`src/adc_config_pkg.sv`:
```
// adc configuration shared definitions
package adc_config_pkg;

  localparam int adc_addr_w  = 8;   // register address bits
  localparam int adc_data_w  = 16;  // register data bits
  localparam int adc_frame_w = adc_addr_w + adc_data_w;  // address first, then data

  // config register hit by the power-up write
  localparam logic [adc_addr_w-1:0] adc_auto_addr = 8'h81;

  // operating modes, encoding 0 to 6
  typedef enum logic [2:0] {
    achan_dmux1   = 3'd0,  // one channel on A input
    achan_dmux2   = 3'd1,
    cchan_dmux1   = 3'd2,  // one channel on C input
    cchan_dmux2   = 3'd3,
    twochan_dmux1 = 3'd4,  // both channels
    twochan_dmux2 = 3'd5,
    test_ramp     = 3'd6   // internal ramp pattern
  } adc_mode_e;

  // config register contents per mode
  // bit 6 selects demux 1:1 against 1:2, bits 3:1 pick the channel setup
  function automatic logic [adc_data_w-1:0] adc_mode_word(input adc_mode_e mode);
    logic [adc_data_w-1:0] word;
    case (mode)
      achan_dmux1:   word = 16'h03c8;
      achan_dmux2:   word = 16'h0388;
      cchan_dmux1:   word = 16'h03ca;
      cchan_dmux2:   word = 16'h038a;
      twochan_dmux1: word = 16'h03c4;
      twochan_dmux2: word = 16'h0384;
      test_ramp:     word = 16'h13c4;  // ramp enable on top of two-channel 1:1
      default:       word = 16'h03c8;  // fall back to A channel 1:1
    endcase
    return word;
  endfunction

endpackage

```
`src/adc_cfg_if.sv`:
```
// register write request channel
interface adc_cfg_if;

  logic                                   start;  // one-cycle strobe
  logic [adc_config_pkg::adc_addr_w-1:0]  addr;   // valid with start
  logic [adc_config_pkg::adc_data_w-1:0]  data;   // valid with start
  logic                                   busy;   // engine shifting a frame

  // source of write requests
  modport requester (
    output start,
    output addr,
    output data,
    input  busy
  );

  // serial engine side, strobes taken only while busy is low
  modport engine (
    input  start,
    input  addr,
    input  data,
    output busy
  );

endinterface

```
`src/adc_serial_shifter.sv`:
```
// three-wire serial engine
// one 24-bit frame per accepted strobe, msb first
module adc_serial_shifter #(
  parameter int CLK_DIV_LOG2 = 7  // bit period is 2**CLK_DIV_LOG2 clk cycles
) (
  input  logic      clk,
  input  logic      rst,
  adc_cfg_if.engine req,
  output logic      sclk_o,       // serial clock
  output logic      sdata_o,      // serial data
  output logic      sen_n_o,      // serial enable, active low
  output logic      spi_rst_n_o   // serial port reset pulse before each frame
);

  localparam int FRAME_W = adc_config_pkg::adc_frame_w;
  localparam int CNT_W   = $clog2(FRAME_W);
  localparam logic [CNT_W-1:0] LAST_BIT = CNT_W'(FRAME_W - 1);

  typedef enum logic [2:0] {
    st_idle,    // nothing to send
    st_wait,    // line up with the next tick, port reset held low
    st_strb0,   // one quiet period with enable high
    st_data,    // FRAME_W periods of data
    st_commit,  // commit period after the last bit
    st_strb1,   // enable high again
    st_swait    // guard period before the next frame
  } xfer_state_e;

  xfer_state_e             st_q;
  logic [CLK_DIV_LOG2-1:0] div_q;    // free-running bit divider
  logic [CNT_W-1:0]        bit_q;    // data bits already shifted
  logic [FRAME_W-1:0]      shift_q;  // outgoing frame, msb on the line
  logic                    tick;
  logic                    accept;
  logic                    shift_en;

  assign tick     = &div_q;                         // divider about to wrap
  assign accept   = req.start && (st_q == st_idle);  // strobes while busy are ignored
  assign shift_en = tick && (st_q == st_data);

  always_ff @(posedge clk) begin
    if (rst) begin
      div_q <= '0;
    end else begin
      div_q <= div_q + 1'b1;  // wraps on its own
    end
  end

  // frame state machine, advances on ticks only
  always_ff @(posedge clk) begin
    if (rst) begin
      st_q  <= st_idle;
      bit_q <= '0;
    end else if (accept) begin
      st_q  <= st_wait;
      bit_q <= '0;
    end else if (tick) begin
      case (st_q)
        st_wait:   st_q <= st_strb0;
        st_strb0:  st_q <= st_data;
        st_data: begin
          bit_q <= bit_q + 1'b1;
          if (bit_q == LAST_BIT) begin
            st_q <= st_commit;  // all bits out
          end
        end
        st_commit: st_q <= st_strb1;
        st_strb1:  st_q <= st_swait;
        st_swait:  st_q <= st_idle;
        default:   st_q <= st_idle;  // idle stays idle
      endcase
    end
  end

  // payload, loaded on accept and shifted left each data tick
  always_ff @(posedge clk) begin
    if (accept) begin
      shift_q <= {req.addr, req.data};
    end else if (shift_en) begin
      shift_q <= {shift_q[FRAME_W-2:0], 1'b0};
    end
  end

  assign req.busy = (st_q != st_idle);  // rises the cycle after accept

  // low half then high half of each period, receiver samples on the rise
  assign sclk_o      = (st_q == st_idle || st_q == st_wait) ? 1'b0 : div_q[CLK_DIV_LOG2-1];
  assign sdata_o     = shift_q[FRAME_W-1];
  assign sen_n_o     = (st_q != st_data);
  assign spi_rst_n_o = (st_q != st_wait);   // shorter than one bit period

  a_no_enable_when_idle: assert property (
    @(posedge clk) disable iff (rst)
    !req.busy |-> sen_n_o
  ) else $error("sen_n_o low while engine idle");

  // a late strobe must not disturb the frame on the line
  a_busy_strobe_keeps_frame: assert property (
    @(posedge clk) disable iff (rst)
    (req.start && req.busy && !shift_en) |=> $stable(shift_q)
  ) else $error("strobe during busy changed the shift register");

endmodule

```
`src/adc_auto_config.sv`:
```
// power-up configuration sequencer
module adc_auto_config #(
  parameter int                        CLEAR_WAIT = 1023,  // mode line settle cycles
  parameter adc_config_pkg::adc_mode_e MODE       = adc_config_pkg::achan_dmux1
) (
  input  logic         clk,
  input  logic         rst,
  adc_cfg_if.requester req,
  output logic         ddrb_o,       // adc reset pulse
  output logic         dcm_reset_o,  // held until the sequence is done
  output logic         mode_pin_o,   // adc serial mode line
  output logic         cfg_done_o
);

  localparam int WAIT_W = $clog2(CLEAR_WAIT + 1);
  localparam logic [WAIT_W-1:0] WAIT_INIT = WAIT_W'(CLEAR_WAIT);
  localparam logic [WAIT_W-1:0] WAIT_HALF = WAIT_W'(CLEAR_WAIT / 2);

  typedef enum logic [2:0] {
    st_clear,  // settle wait, mode line heavily loaded
    st_set,
    st_load,   // strobe the auto write
    st_busy,   // frame on the line
    st_ddrb,   // one-cycle adc reset
    st_done
  } conf_state_e;

  conf_state_e       st_q;
  logic [WAIT_W-1:0] wait_q;        // settle countdown
  logic              strobe_seen_q; // auto write issued since reset

  always_ff @(posedge clk) begin
    if (rst) begin
      st_q   <= st_clear;
      wait_q <= WAIT_INIT;
    end else begin
      case (st_q)
        st_clear: begin
          if (wait_q == '0) begin
            st_q <= st_set;
          end else begin
            wait_q <= wait_q - 1'b1;
          end
        end
        st_set:  st_q <= st_load;
        st_load: st_q <= st_busy;  // engine idle here, strobe is taken
        st_busy: begin
          if (!req.busy) begin
            st_q <= st_ddrb;  // frame complete
          end
        end
        st_ddrb: st_q <= st_done;
        default: st_q <= st_done;  // stays done until reset
      endcase
    end
  end

  always_ff @(posedge clk) begin
    if (rst) begin
      strobe_seen_q <= 1'b0;
    end else if (req.start) begin
      strobe_seen_q <= 1'b1;
    end
  end

  assign req.start = (st_q == st_load);
  assign req.addr  = adc_config_pkg::adc_auto_addr;
  assign req.data  = adc_config_pkg::adc_mode_word(MODE);

  assign mode_pin_o  = (wait_q < WAIT_HALF);  // high in the second half of the wait
  assign ddrb_o      = (st_q == st_ddrb);
  assign dcm_reset_o = (st_q != st_done);
  assign cfg_done_o  = (st_q == st_done);

  // exactly one auto write per reset, and it comes before done
  a_single_strobe: assert property (
    @(posedge clk) disable iff (rst)
    req.start |-> !strobe_seen_q
  ) else $error("auto sequencer strobed twice");

  a_strobe_before_done: assert property (
    @(posedge clk) disable iff (rst)
    cfg_done_o |-> strobe_seen_q
  ) else $error("config done without an auto write");

endmodule

```
`src/adc_config_arbiter.sv`:
```
// write source select, auto or host
module adc_config_arbiter (
  input  logic                                  clk,
  input  logic                                  rst,
  adc_cfg_if.engine                             auto_req,  // from the sequencer
  adc_cfg_if.requester                          eng_req,   // to the serial engine
  input  logic                                  cfg_done_i,
  input  logic                                  host_start_i,
  input  logic [adc_config_pkg::adc_addr_w-1:0] host_addr_i,
  input  logic [adc_config_pkg::adc_data_w-1:0] host_data_i,
  output logic                                  drop_o     // host strobe lost
);

  logic host_ok;  // host may start a frame this cycle
  logic drop_q;

  assign host_ok = cfg_done_i && !eng_req.busy;

  // sequencer owns the engine until done, host after that
  assign eng_req.start = cfg_done_i ? (host_start_i && !eng_req.busy) : auto_req.start;
  assign eng_req.addr  = cfg_done_i ? host_addr_i : auto_req.addr;
  assign eng_req.data  = cfg_done_i ? host_data_i : auto_req.data;

  assign auto_req.busy = eng_req.busy;  // sequencer waits on the real engine state

  // no back-pressure, a refused host strobe is only reported
  always_ff @(posedge clk) begin
    if (rst) begin
      drop_q <= 1'b0;
    end else begin
      drop_q <= host_start_i && !host_ok;
    end
  end

  assign drop_o = drop_q;

  // a forwarded strobe finds the engine idle and gets accepted
  a_forward_accepted: assert property (
    @(posedge clk) disable iff (rst)
    eng_req.start |-> !eng_req.busy ##1 eng_req.busy
  ) else $error("strobe forwarded to a busy engine");

endmodule

```
`src/adc_config_top.sv`:
```
// adc configuration block top
module adc_config_top #(
  parameter int                        CLK_DIV_LOG2 = 7,     // serial bit period exponent
  parameter int                        CLEAR_WAIT   = 1023,  // mode line settle cycles
  parameter adc_config_pkg::adc_mode_e MODE         = adc_config_pkg::achan_dmux1
) (
  input  logic                                  clk,
  input  logic                                  rst,
  input  logic                                  host_start_i,
  input  logic [adc_config_pkg::adc_addr_w-1:0] host_addr_i,
  input  logic [adc_config_pkg::adc_data_w-1:0] host_data_i,
  output logic                                  busy_o,
  output logic                                  drop_o,
  output logic                                  sclk_o,
  output logic                                  sdata_o,
  output logic                                  sen_n_o,
  output logic                                  spi_rst_n_o,
  output logic                                  ddrb_o,
  output logic                                  dcm_reset_o,
  output logic                                  mode_pin_o,
  output logic                                  cfg_done_o
);

  adc_cfg_if auto_req ();  // sequencer to arbiter
  adc_cfg_if eng_req ();   // arbiter to serial engine

  adc_auto_config #(
    .CLEAR_WAIT (CLEAR_WAIT),
    .MODE       (MODE)
  ) u_auto (
    .clk         (clk),
    .rst         (rst),
    .req         (auto_req.requester),
    .ddrb_o      (ddrb_o),
    .dcm_reset_o (dcm_reset_o),
    .mode_pin_o  (mode_pin_o),
    .cfg_done_o  (cfg_done_o)
  );

  adc_config_arbiter u_arb (
    .clk          (clk),
    .rst          (rst),
    .auto_req     (auto_req.engine),
    .eng_req      (eng_req.requester),
    .cfg_done_i   (cfg_done_o),
    .host_start_i (host_start_i),
    .host_addr_i  (host_addr_i),
    .host_data_i  (host_data_i),
    .drop_o       (drop_o)
  );

  adc_serial_shifter #(
    .CLK_DIV_LOG2 (CLK_DIV_LOG2)
  ) u_shift (
    .clk         (clk),
    .rst         (rst),
    .req         (eng_req.engine),
    .sclk_o      (sclk_o),
    .sdata_o     (sdata_o),
    .sen_n_o     (sen_n_o),
    .spi_rst_n_o (spi_rst_n_o)
  );

  assign busy_o = eng_req.busy;  // engine state as seen by the host

endmodule

```
`config.mk`:
```
export PLATFORM = sky130hd
export DESIGN_NAME = adc_config_top
export DESIGN_NICKNAME = d
export VERILOG_FILES = /design/src/adc_config_pkg.sv /design/src/adc_cfg_if.sv /design/src/adc_serial_shifter.sv /design/src/adc_auto_config.sv /design/src/adc_config_arbiter.sv /design/src/adc_config_top.sv
export SDC_FILE = /design/constraint.sdc
export NUM_CORES = 1
export LEC_CHECK = 0
export ABC_AREA = 0
export BUFFER_PORTS_ARGS = -buffer_cell sky130_fd_sc_hd__buf_2
export CAP_MARGIN = 20
export CORE_MARGIN = 2
export CORE_UTILIZATION = 56
export DETAILED_ROUTE_END_ITERATION = 6
export PLACE_DENSITY_LB_ADDON = 0.25
export SYNTH_ARGS = -nofsm -noshare
export SYNTH_HDL_FRONTEND = slang
export SYNTH_SLANG_ARGS = --single-unit
```
`constraint.sdc`:
```
create_clock -name clk -period 3.4 [get_ports clk]
set_input_delay 0.34 -clock clk [delete_from_list [all_inputs] [get_ports clk]]
set_output_delay 0.34 -clock clk [all_outputs]
set_load 0.02 [all_outputs]
```
### Word-level counts from Yosys, hierarchy flattened

Index checks and enable logic that the tools add are counted.

| word-level totals | value |
|---|---|
| register bits | 53 |
| word-level logic and storage cells | 65 |
| bits of input ports | 27 |

| operators by class | value |
|---|---|
| equality and inequality tests | 18 |
| $add $sub $neg | 3 |
| reductions and logical operators | 21 |
| bitwise operators | 1 |
| muxes and demuxes | 13 |
| order comparisons | 1 |

Operator list:

| operator | count |
|---|---|
| $mux W24 | 2 |
| $mux W16 | 1 |
| $reduce_and A8 Y1 | 2 |
| $pmux W3 S5 | 1 |
| $eq A3 B2 Y1 const B | 4 |
| $eq A3 B3 Y1 const B | 4 |
| $pmux W3 S4 | 1 |
| $logic_not A10 Y1 | 1 |
| $lt A10 B9 Y1 const B | 1 |
| $sub A10 B1 Y10 const B | 1 |
| $mux W3 | 3 |
| $mux W8 | 1 |
| $add A7 B1 Y7 const B | 1 |
| $reduce_and A7 Y1 | 1 |
| $eq A3 B1 Y1 const B | 2 |
| $logic_not A3 Y1 | 2 |
| $ne A3 B2 Y1 const B | 2 |
| $reduce_and A2 Y1 | 3 |
| $add A5 B1 Y5 const B | 1 |
| $eq A5 B5 Y1 const B | 1 |
| $logic_and A1 B1 Y1 | 5 |
| $mux W1 | 4 |
| $ne A2 B2 Y1 const B | 2 |
| $reduce_bool A2 Y1 | 2 |
| 8 further kinds | 9 |

### Depth between registers and ports, before layout

| depth | value |
|---|---|
| depth after elaboration | 7 |
| depth in mapped cells | 6 |
| mapped depth without buffers | 6 |

### Modules after synthesis

Synthesis repeated with hierarchy kept, for this count alone.

| unflattened totals | value |
|---|---|
| cell total of the unflattened synthesis | 281 |
| area, all modules | 3109.2 µm² |

Modules (own cells, without submodules):

| module | times used | seq. area each (µm²) | area each (µm²) | cells each |
|---|---|---|---|---|
| adc_serial_shifter | 1 | 1021.0 | 1786.7 | 138 |
| adc_auto_config | 1 | 260.2 | 878.3 | 109 |
| adc_config_arbiter | 1 | 20.0 | 444.2 | 34 |

### Worst setup path after synthesis

No wires, ideal clock.

| timing path | value |
|---|---|
| path type | reg2reg |
| from | reg u_shift.div_q[0] |
| to | reg u_shift.shift_q[0], enable pin |
| period minus slack after synthesis | 3.046 ns |
| buffers on the path | 0 |
| stages on the path, launching flop included | 5 |
| required time | 2.962 ns |
| arrival | 2.608 ns |
| setup slack | 0.354 ns |
| cells stage by stage | dfxtp_1 -> ha_1 -> and4_1 -> nand3_1 -> o21ai_0 |

| between the ends | value |
|---|---|
| cells in the longest elaborated chain, start to end | 3 |

RTL lines:

| what | line | text |
|---|---|---|
| from (decl) | adc_serial_shifter.sv:30 | `logic [CLK_DIV_LOG2-1:0] div_q;` |
| from (signal assigned) | adc_serial_shifter.sv:45 | `div_q <= div_q + 1'b1;` |
| $reduce_and A7 Y1 | adc_serial_shifter.sv:37 | `assign tick = &div_q;` |
| $logic_and A1 B1 Y1 | adc_serial_shifter.sv:39 | `assign shift_en = tick && (st_q == st_data);` |
| $reduce_bool A2 Y1 (no line) | -- |  |
| to (signal assigned) | adc_serial_shifter.sv:78 | `shift_q <= {req.addr, req.data};` |
| to (signal assigned) | adc_serial_shifter.sv:80 | `shift_q <= {shift_q[FRAME_W-2:0], 1'b0};` |
| to (decl) | adc_serial_shifter.sv:32 | `logic [FRAME_W-1:0] shift_q;` |

No other way between the ends.
A chain may end at the register's enable or synchronous reset.

### Worst setup path after layout

| timing path | value |
|---|---|
| from | reg u_auto.wait_q[0] |
| to | reg u_auto.wait_q[8] |

| between the ends | value |
|---|---|
| cells in the longest elaborated chain, start to end | 3 |
| elaborated cells between the ends (all ways) | 4 |
| classes of those cells | add/sub (1); bitwise (1); reduce/logical (2) |

RTL lines:

| what | line | text |
|---|---|---|
| from (decl) | adc_auto_config.sv:29 | `logic [WAIT_W-1:0] wait_q;` |
| from (signal assigned) | adc_auto_config.sv:42 | `wait_q <= wait_q - 1'b1;` |
| parallel branches: the longest is 3 deep, another holds $sub A10 B1 Y10 | -- |  |

Parallel ways; which one is timed is not known.

==> flow_results.org <==
** Status
- The flow ran to the end, and the final reports show no timing, DRC or antenna violations.

** Synth
- In this run the mean area of a mapped cell was roughly 11 sq um.
- Among all flip-flop cells after synthesis, the most frequent one is sky130_fd_sc_hd__dfxtp_1.
- Synthesis produced a netlist with a net count of 258.
- After synthesis, the share of flip-flops with an asynchronous set or reset is 0%.
- Of the post-synthesis cell area, the part taken by muxes is between 1 and 1.5%.
- Post-synthesis share of cell area spent on full adders, half adders and majority gates :: 2.061%
- Of the total synthesized cell area, the portion taken by AND, OR, NAND and NOR gates is between 20% and 30%.
- Post-synth top cells :: 29 x sky130_fd_sc_hd__dfxtp_1, 24 x sky130_fd_sc_hd__edfxtp_1, 23 x sky130_fd_sc_hd__nor2_1
- Post-synthesis register bit count :: 53
- Synthesized netlist cell count :: about 230
- sky130_fd_sc_hd__dfxtp_1 is the most common cell in the netlist.
- Portion of synthesized cell area occupied by the leading cell type :: 29.68%
- Counting flops with a built-in enable in the synthesized netlist gives 24.
- After Yosys synthesis, XOR and XNOR cells account for ~2.9% of the synthesized area.
- By area, the combinational part of the netlist is dominated by simple AND/OR/NAND/NOR gates.
- Total standard cell area after synthesis :: ~2400 sq um
- By area the synthesized netlist is led by sky130_fd_sc_hd__edfxtp_1 30%, sky130_fd_sc_hd__dfxtp_1 24%, sky130_fd_sc_hd__a22o_1 5.8%, sky130_fd_sc_hd__nor2_1 3.6%, sky130_fd_sc_hd__or3_1 3.3%.
- Cell variety after synth :: 43
- Synth Area in Compound Gates :: about 16%
- Summed over all instances, the cell type with the most area after synthesis is sky130_fd_sc_hd__edfxtp_1.
- Sequential elements use between 50% and 60% of the synthesized area.
- YS warnings :: 0

** Timing
- Setup Skew :: 4.880 ps
- Headroom to the max-slew limit came out at 56.59%.
- Setup violations remaining at the end of the flow were counted as 0.
- The count of final max-slew check failures is 0.
- Slew of the pin with the lowest slew margin :: around 640 ps
- For this run, the top clock speed supported by timing is 0.4812 GHz.
- Min Hold Slack :: around 330 ps
- Setup repair after global routing missed its margin :: no
- Dividing the final minimum period by the clock period gives 61.13%.
- Least setup slack across all paths after layout :: approximately 1300 ps
- Final-layout setup total negative slack :: 0 ps
- The worst path in the final design needs a cycle of 2078 ps, including I/O delays and setup.
- Hold Vio Cnt, Final :: 0

** Floorplanning
- The die covers approximately 5000 sq um.
- Floorplan Core Area :: between 4000 and 5000 sq um
- The die is ~70 um wide.
- Initial standard-cell utilization of the core :: just under 60%
- Total I/O pin count :: 37
- Measured along the y axis, the die boundary spans 69.86 um.
- The initialized floorplan defines 23 standard-cell rows.

** Clock network
- The later pin in the worst-skew pair is clocked with a latency of roughly 300 ps.
- The root buffer cell chosen for the clock tree is sky130_fd_sc_hd__clkbuf_8.
- Clock Sink Count :: between 50 and 60
- CTS tree :: done
- Clock Tree Buf Depth :: 2
- Setup Fix Bufs, Post-CTS :: 0
- CTS clock-pin slew for the worst setup and hold paths :: about 90 ps
- Count of cells resized by post-cts repair :: 0
- Htree depth :: 2
- The number of hold buffers added after CTS was 0.
- TritonCTS created 5 clock buffers.

** Power and ir drop
- Power spread over the standard cell area amounts to 471.9 nW/um^2.
- Peak ir drop on the vdd network :: about 340 uV
- Reported net switching power :: ~0.00033 W
- Switching fraction of total power :: approximately a quarter
- Pleak :: 1.068 nW
- Relative contribution of combinational cells to total power :: about 15%
- The clock network burns between 20% and 30% of the power.
- The internal power of the cells totals 0.0009567 W.
- The share of total power dissipated in sequential elements is 58.9%.

** Route
- After detailed routing, the average wire length per cell comes to ~14 um.
- After the first detailed-routing iteration, the DRC count stood at 114.
- Dividing the detail-routed via count by the number of cells gives around 5.8.
- Detailed routing inserted a total of 1800 vias.
- Number of remaining DRC errors :: 0
- Before antenna repair, the detailed router went through 4 iterations.
- Routed wire length :: about 4400 um
- Antenna violation net count after detailed routing :: 0

** Finish
- Of the cells placed in the final design, the portion with a size suffix greater than 1 is about a fifth.
- 0 antenna diodes ended up in the layout.
- Area growth, synth to finish :: 12.16%
- Once layout is complete, the utilization of the core stands at roughly two thirds.
- Cell Count, Final, Fillers Out :: about 310
- The final layout contains 293 nets.

** Place
- The HPWL after detailed placement is slightly above 3000 um.
- PortBufs :: 36
- Final weighted congestion of routability-driven global placement :: 0.7964
- Number of placed instances, taps included :: about 300
- Post-placement worst setup slack :: approximately 1400 ps

** Job
- The tool flagged a number of max-cap violations equal to 0.

** Hold path
- In this run the worst hold path is classified as input port to flip-flop.

** Critical path
- Cell at the slowest stage of the critical path :: sky130_fd_sc_hd__nor4b_1
- Data on the critical path is required at its endpoint by 3590 ps.
- The worst register-to-register path has a setup slack of 1320 ps.
- Capturing element type of the critical path :: flip-flop
- Cell-by-cell trace of the critical path :: inv_1 -> ha_1 -> nor4b_1 -> o21ai_0 -> o31a_1 -> or3_1
- Startpoint class of the critical path :: flip-flop
- The setup path with the least slack is of type flip-flop to flip-flop.
- STA puts the critical path data arrival time at around 2300 ps.
- Maximum single-stage delay on the critical path :: 540 ps
- In this run the worst path has a maximum fanout of 4.

** GRT
- Entering global routing, the biggest net connects 26 pins.
- The number of antenna violations at the first check in global routing is 0.
- Total gr overflow :: 0
- Global router's overall resource usage :: between 10% and 20%
- The via count of the first global-routing pass is roughly 1600.
- The first global-routing pass estimated ~7000 um of wire.
state kept, by name (all words and copies together), names as in the netlist:
name and cells:
u_shift.bit_q 5, u_shift.div_q 7, u_auto.wait_q 10, u_shift.st_q 3, u_shift.shift_q 24, u_auto.st_q 3, u_arb.drop_o 1
path summary, 6_finish.rpt:
check                                              startpoint                               end  cells after the start
worst max-delay path            u_auto.wait_q[0]$_SDFFE_PP1P_     u_auto.wait_q[8]$_SDFFE_PP1P_                      6
worst min-delay path                           host_data_i[0]  u_shift.shift_q[0]$_SDFFCE_PN0P_                      2
worst max register to register  u_auto.wait_q[0]$_SDFFE_PP1P_     u_auto.wait_q[8]$_SDFFE_PP1P_                      6
worst min register to register    u_shift.div_q[0]$_SDFF_PP0_       u_shift.div_q[0]$_SDFF_PP0_                      1
worst max-delay path, delay by kind of cell, from the launching register on:
kind,cells,cell delay [ps]
adder cells (fa/ha/maj),1,150
flip-flops,1,340
buffers and inverters,1,80
AO/OA/AOI/OAI,2,570
AND/OR/NAND/NOR,2,830
kinds of logic after synthesis:
kind of cell / Yosys count
compound gates: 51
xor+xnor: 8
fa+ha+maj: 4
buf+inv: 18
flops: 53
mux: 3
simple gates: 90
layout by cell type, fill, tap and decap left out, types with 4 or more instances in the layout:
cell | Yosys | routed
sky130_fd_sc_hd__buf_2 | 0 | 36
sky130_fd_sc_hd__dfxtp_1 | 29 | 29
sky130_fd_sc_hd__edfxtp_1 | 24 | 24
sky130_fd_sc_hd__nor2_1 | 23 | 23
sky130_fd_sc_hd__a22o_1 | 16 | 16
sky130_fd_sc_hd__or3_1 | 13 | 13
sky130_fd_sc_hd__nand3_1 | 9 | 9
sky130_fd_sc_hd__a21oi_1 | 9 | 9
sky130_fd_sc_hd__inv_1 | 8 | 8
sky130_fd_sc_hd__o22a_1 | 7 | 7
sky130_fd_sc_hd__nand2_1 | 6 | 6
sky130_fd_sc_hd__o21ai_0 | 7 | 6
sky130_fd_sc_hd__nor4_1 | 6 | 6
sky130_fd_sc_hd__nor3_1 | 5 | 5
sky130_fd_sc_hd__o31a_1 | 5 | 5
sky130_fd_sc_hd__clkbuf_8 | 0 | 5
sky130_fd_sc_hd__nor3b_1 | 4 | 4
sky130_fd_sc_hd__nand4_1 | 4 | 4
sky130_fd_sc_hd__xor2_1 | 4 | 4
sky130_fd_sc_hd__xnor2_1 | 4 | 4
sky130_fd_sc_hd__ha_1 | 4 | 4
per-layer routing:
layer / global-route usage (%) / share of wire [%] / vias to the layer above
met1: 25.71 / 49 / 823
li1: - / - / 931
met5: 0 / 0 / -
met2: 28.78 / 45 / 40
met3: 4.040 / 4.4 / 6
met4: 5.128 / 0.91 / 0
through the flow:
step	cell area, sq um	total power (W)
after detailed placement	2641	0.0009665
after floorplan	2429	0.0009119
after global placement	2641	0.0009604
after global routing	2724	0.001354
final	2724	0.001285
after CTS	2724	0.001299
cell type report:
class | count | area, sq um
fill | 316 | 1363
clock inverter | 2 | 10.01
clock buffer | 6 | 72.57
sequential | 53 | 1301
multi-input combinational | 156 | 1052
tap | 50 | 62.56
timing repair buffer | 38 | 195.2
inverter | 8 | 30.03
power by group through the flow:
| stage | combinational [W] | sequential [W] | clock (W) |
|---|---|---|---|
| 2_1_floorplan | 0.000150 | 0.000762 | 0 |
| 3_3_place_gp | 0.000190 | 0.000770 | 0 |
| 5_1_grt | 0.000218 | 0.000763 | 0.000372 |
| 4_1_cts | 0.000197 | 0.000757 | 0.000346 |
| 3_5_place_dp | 0.000195 | 0.000772 | 0 |
| 6_report | 0.000195 | 0.000757 | 0.000333 |
(Power assumes the default switching activity.)
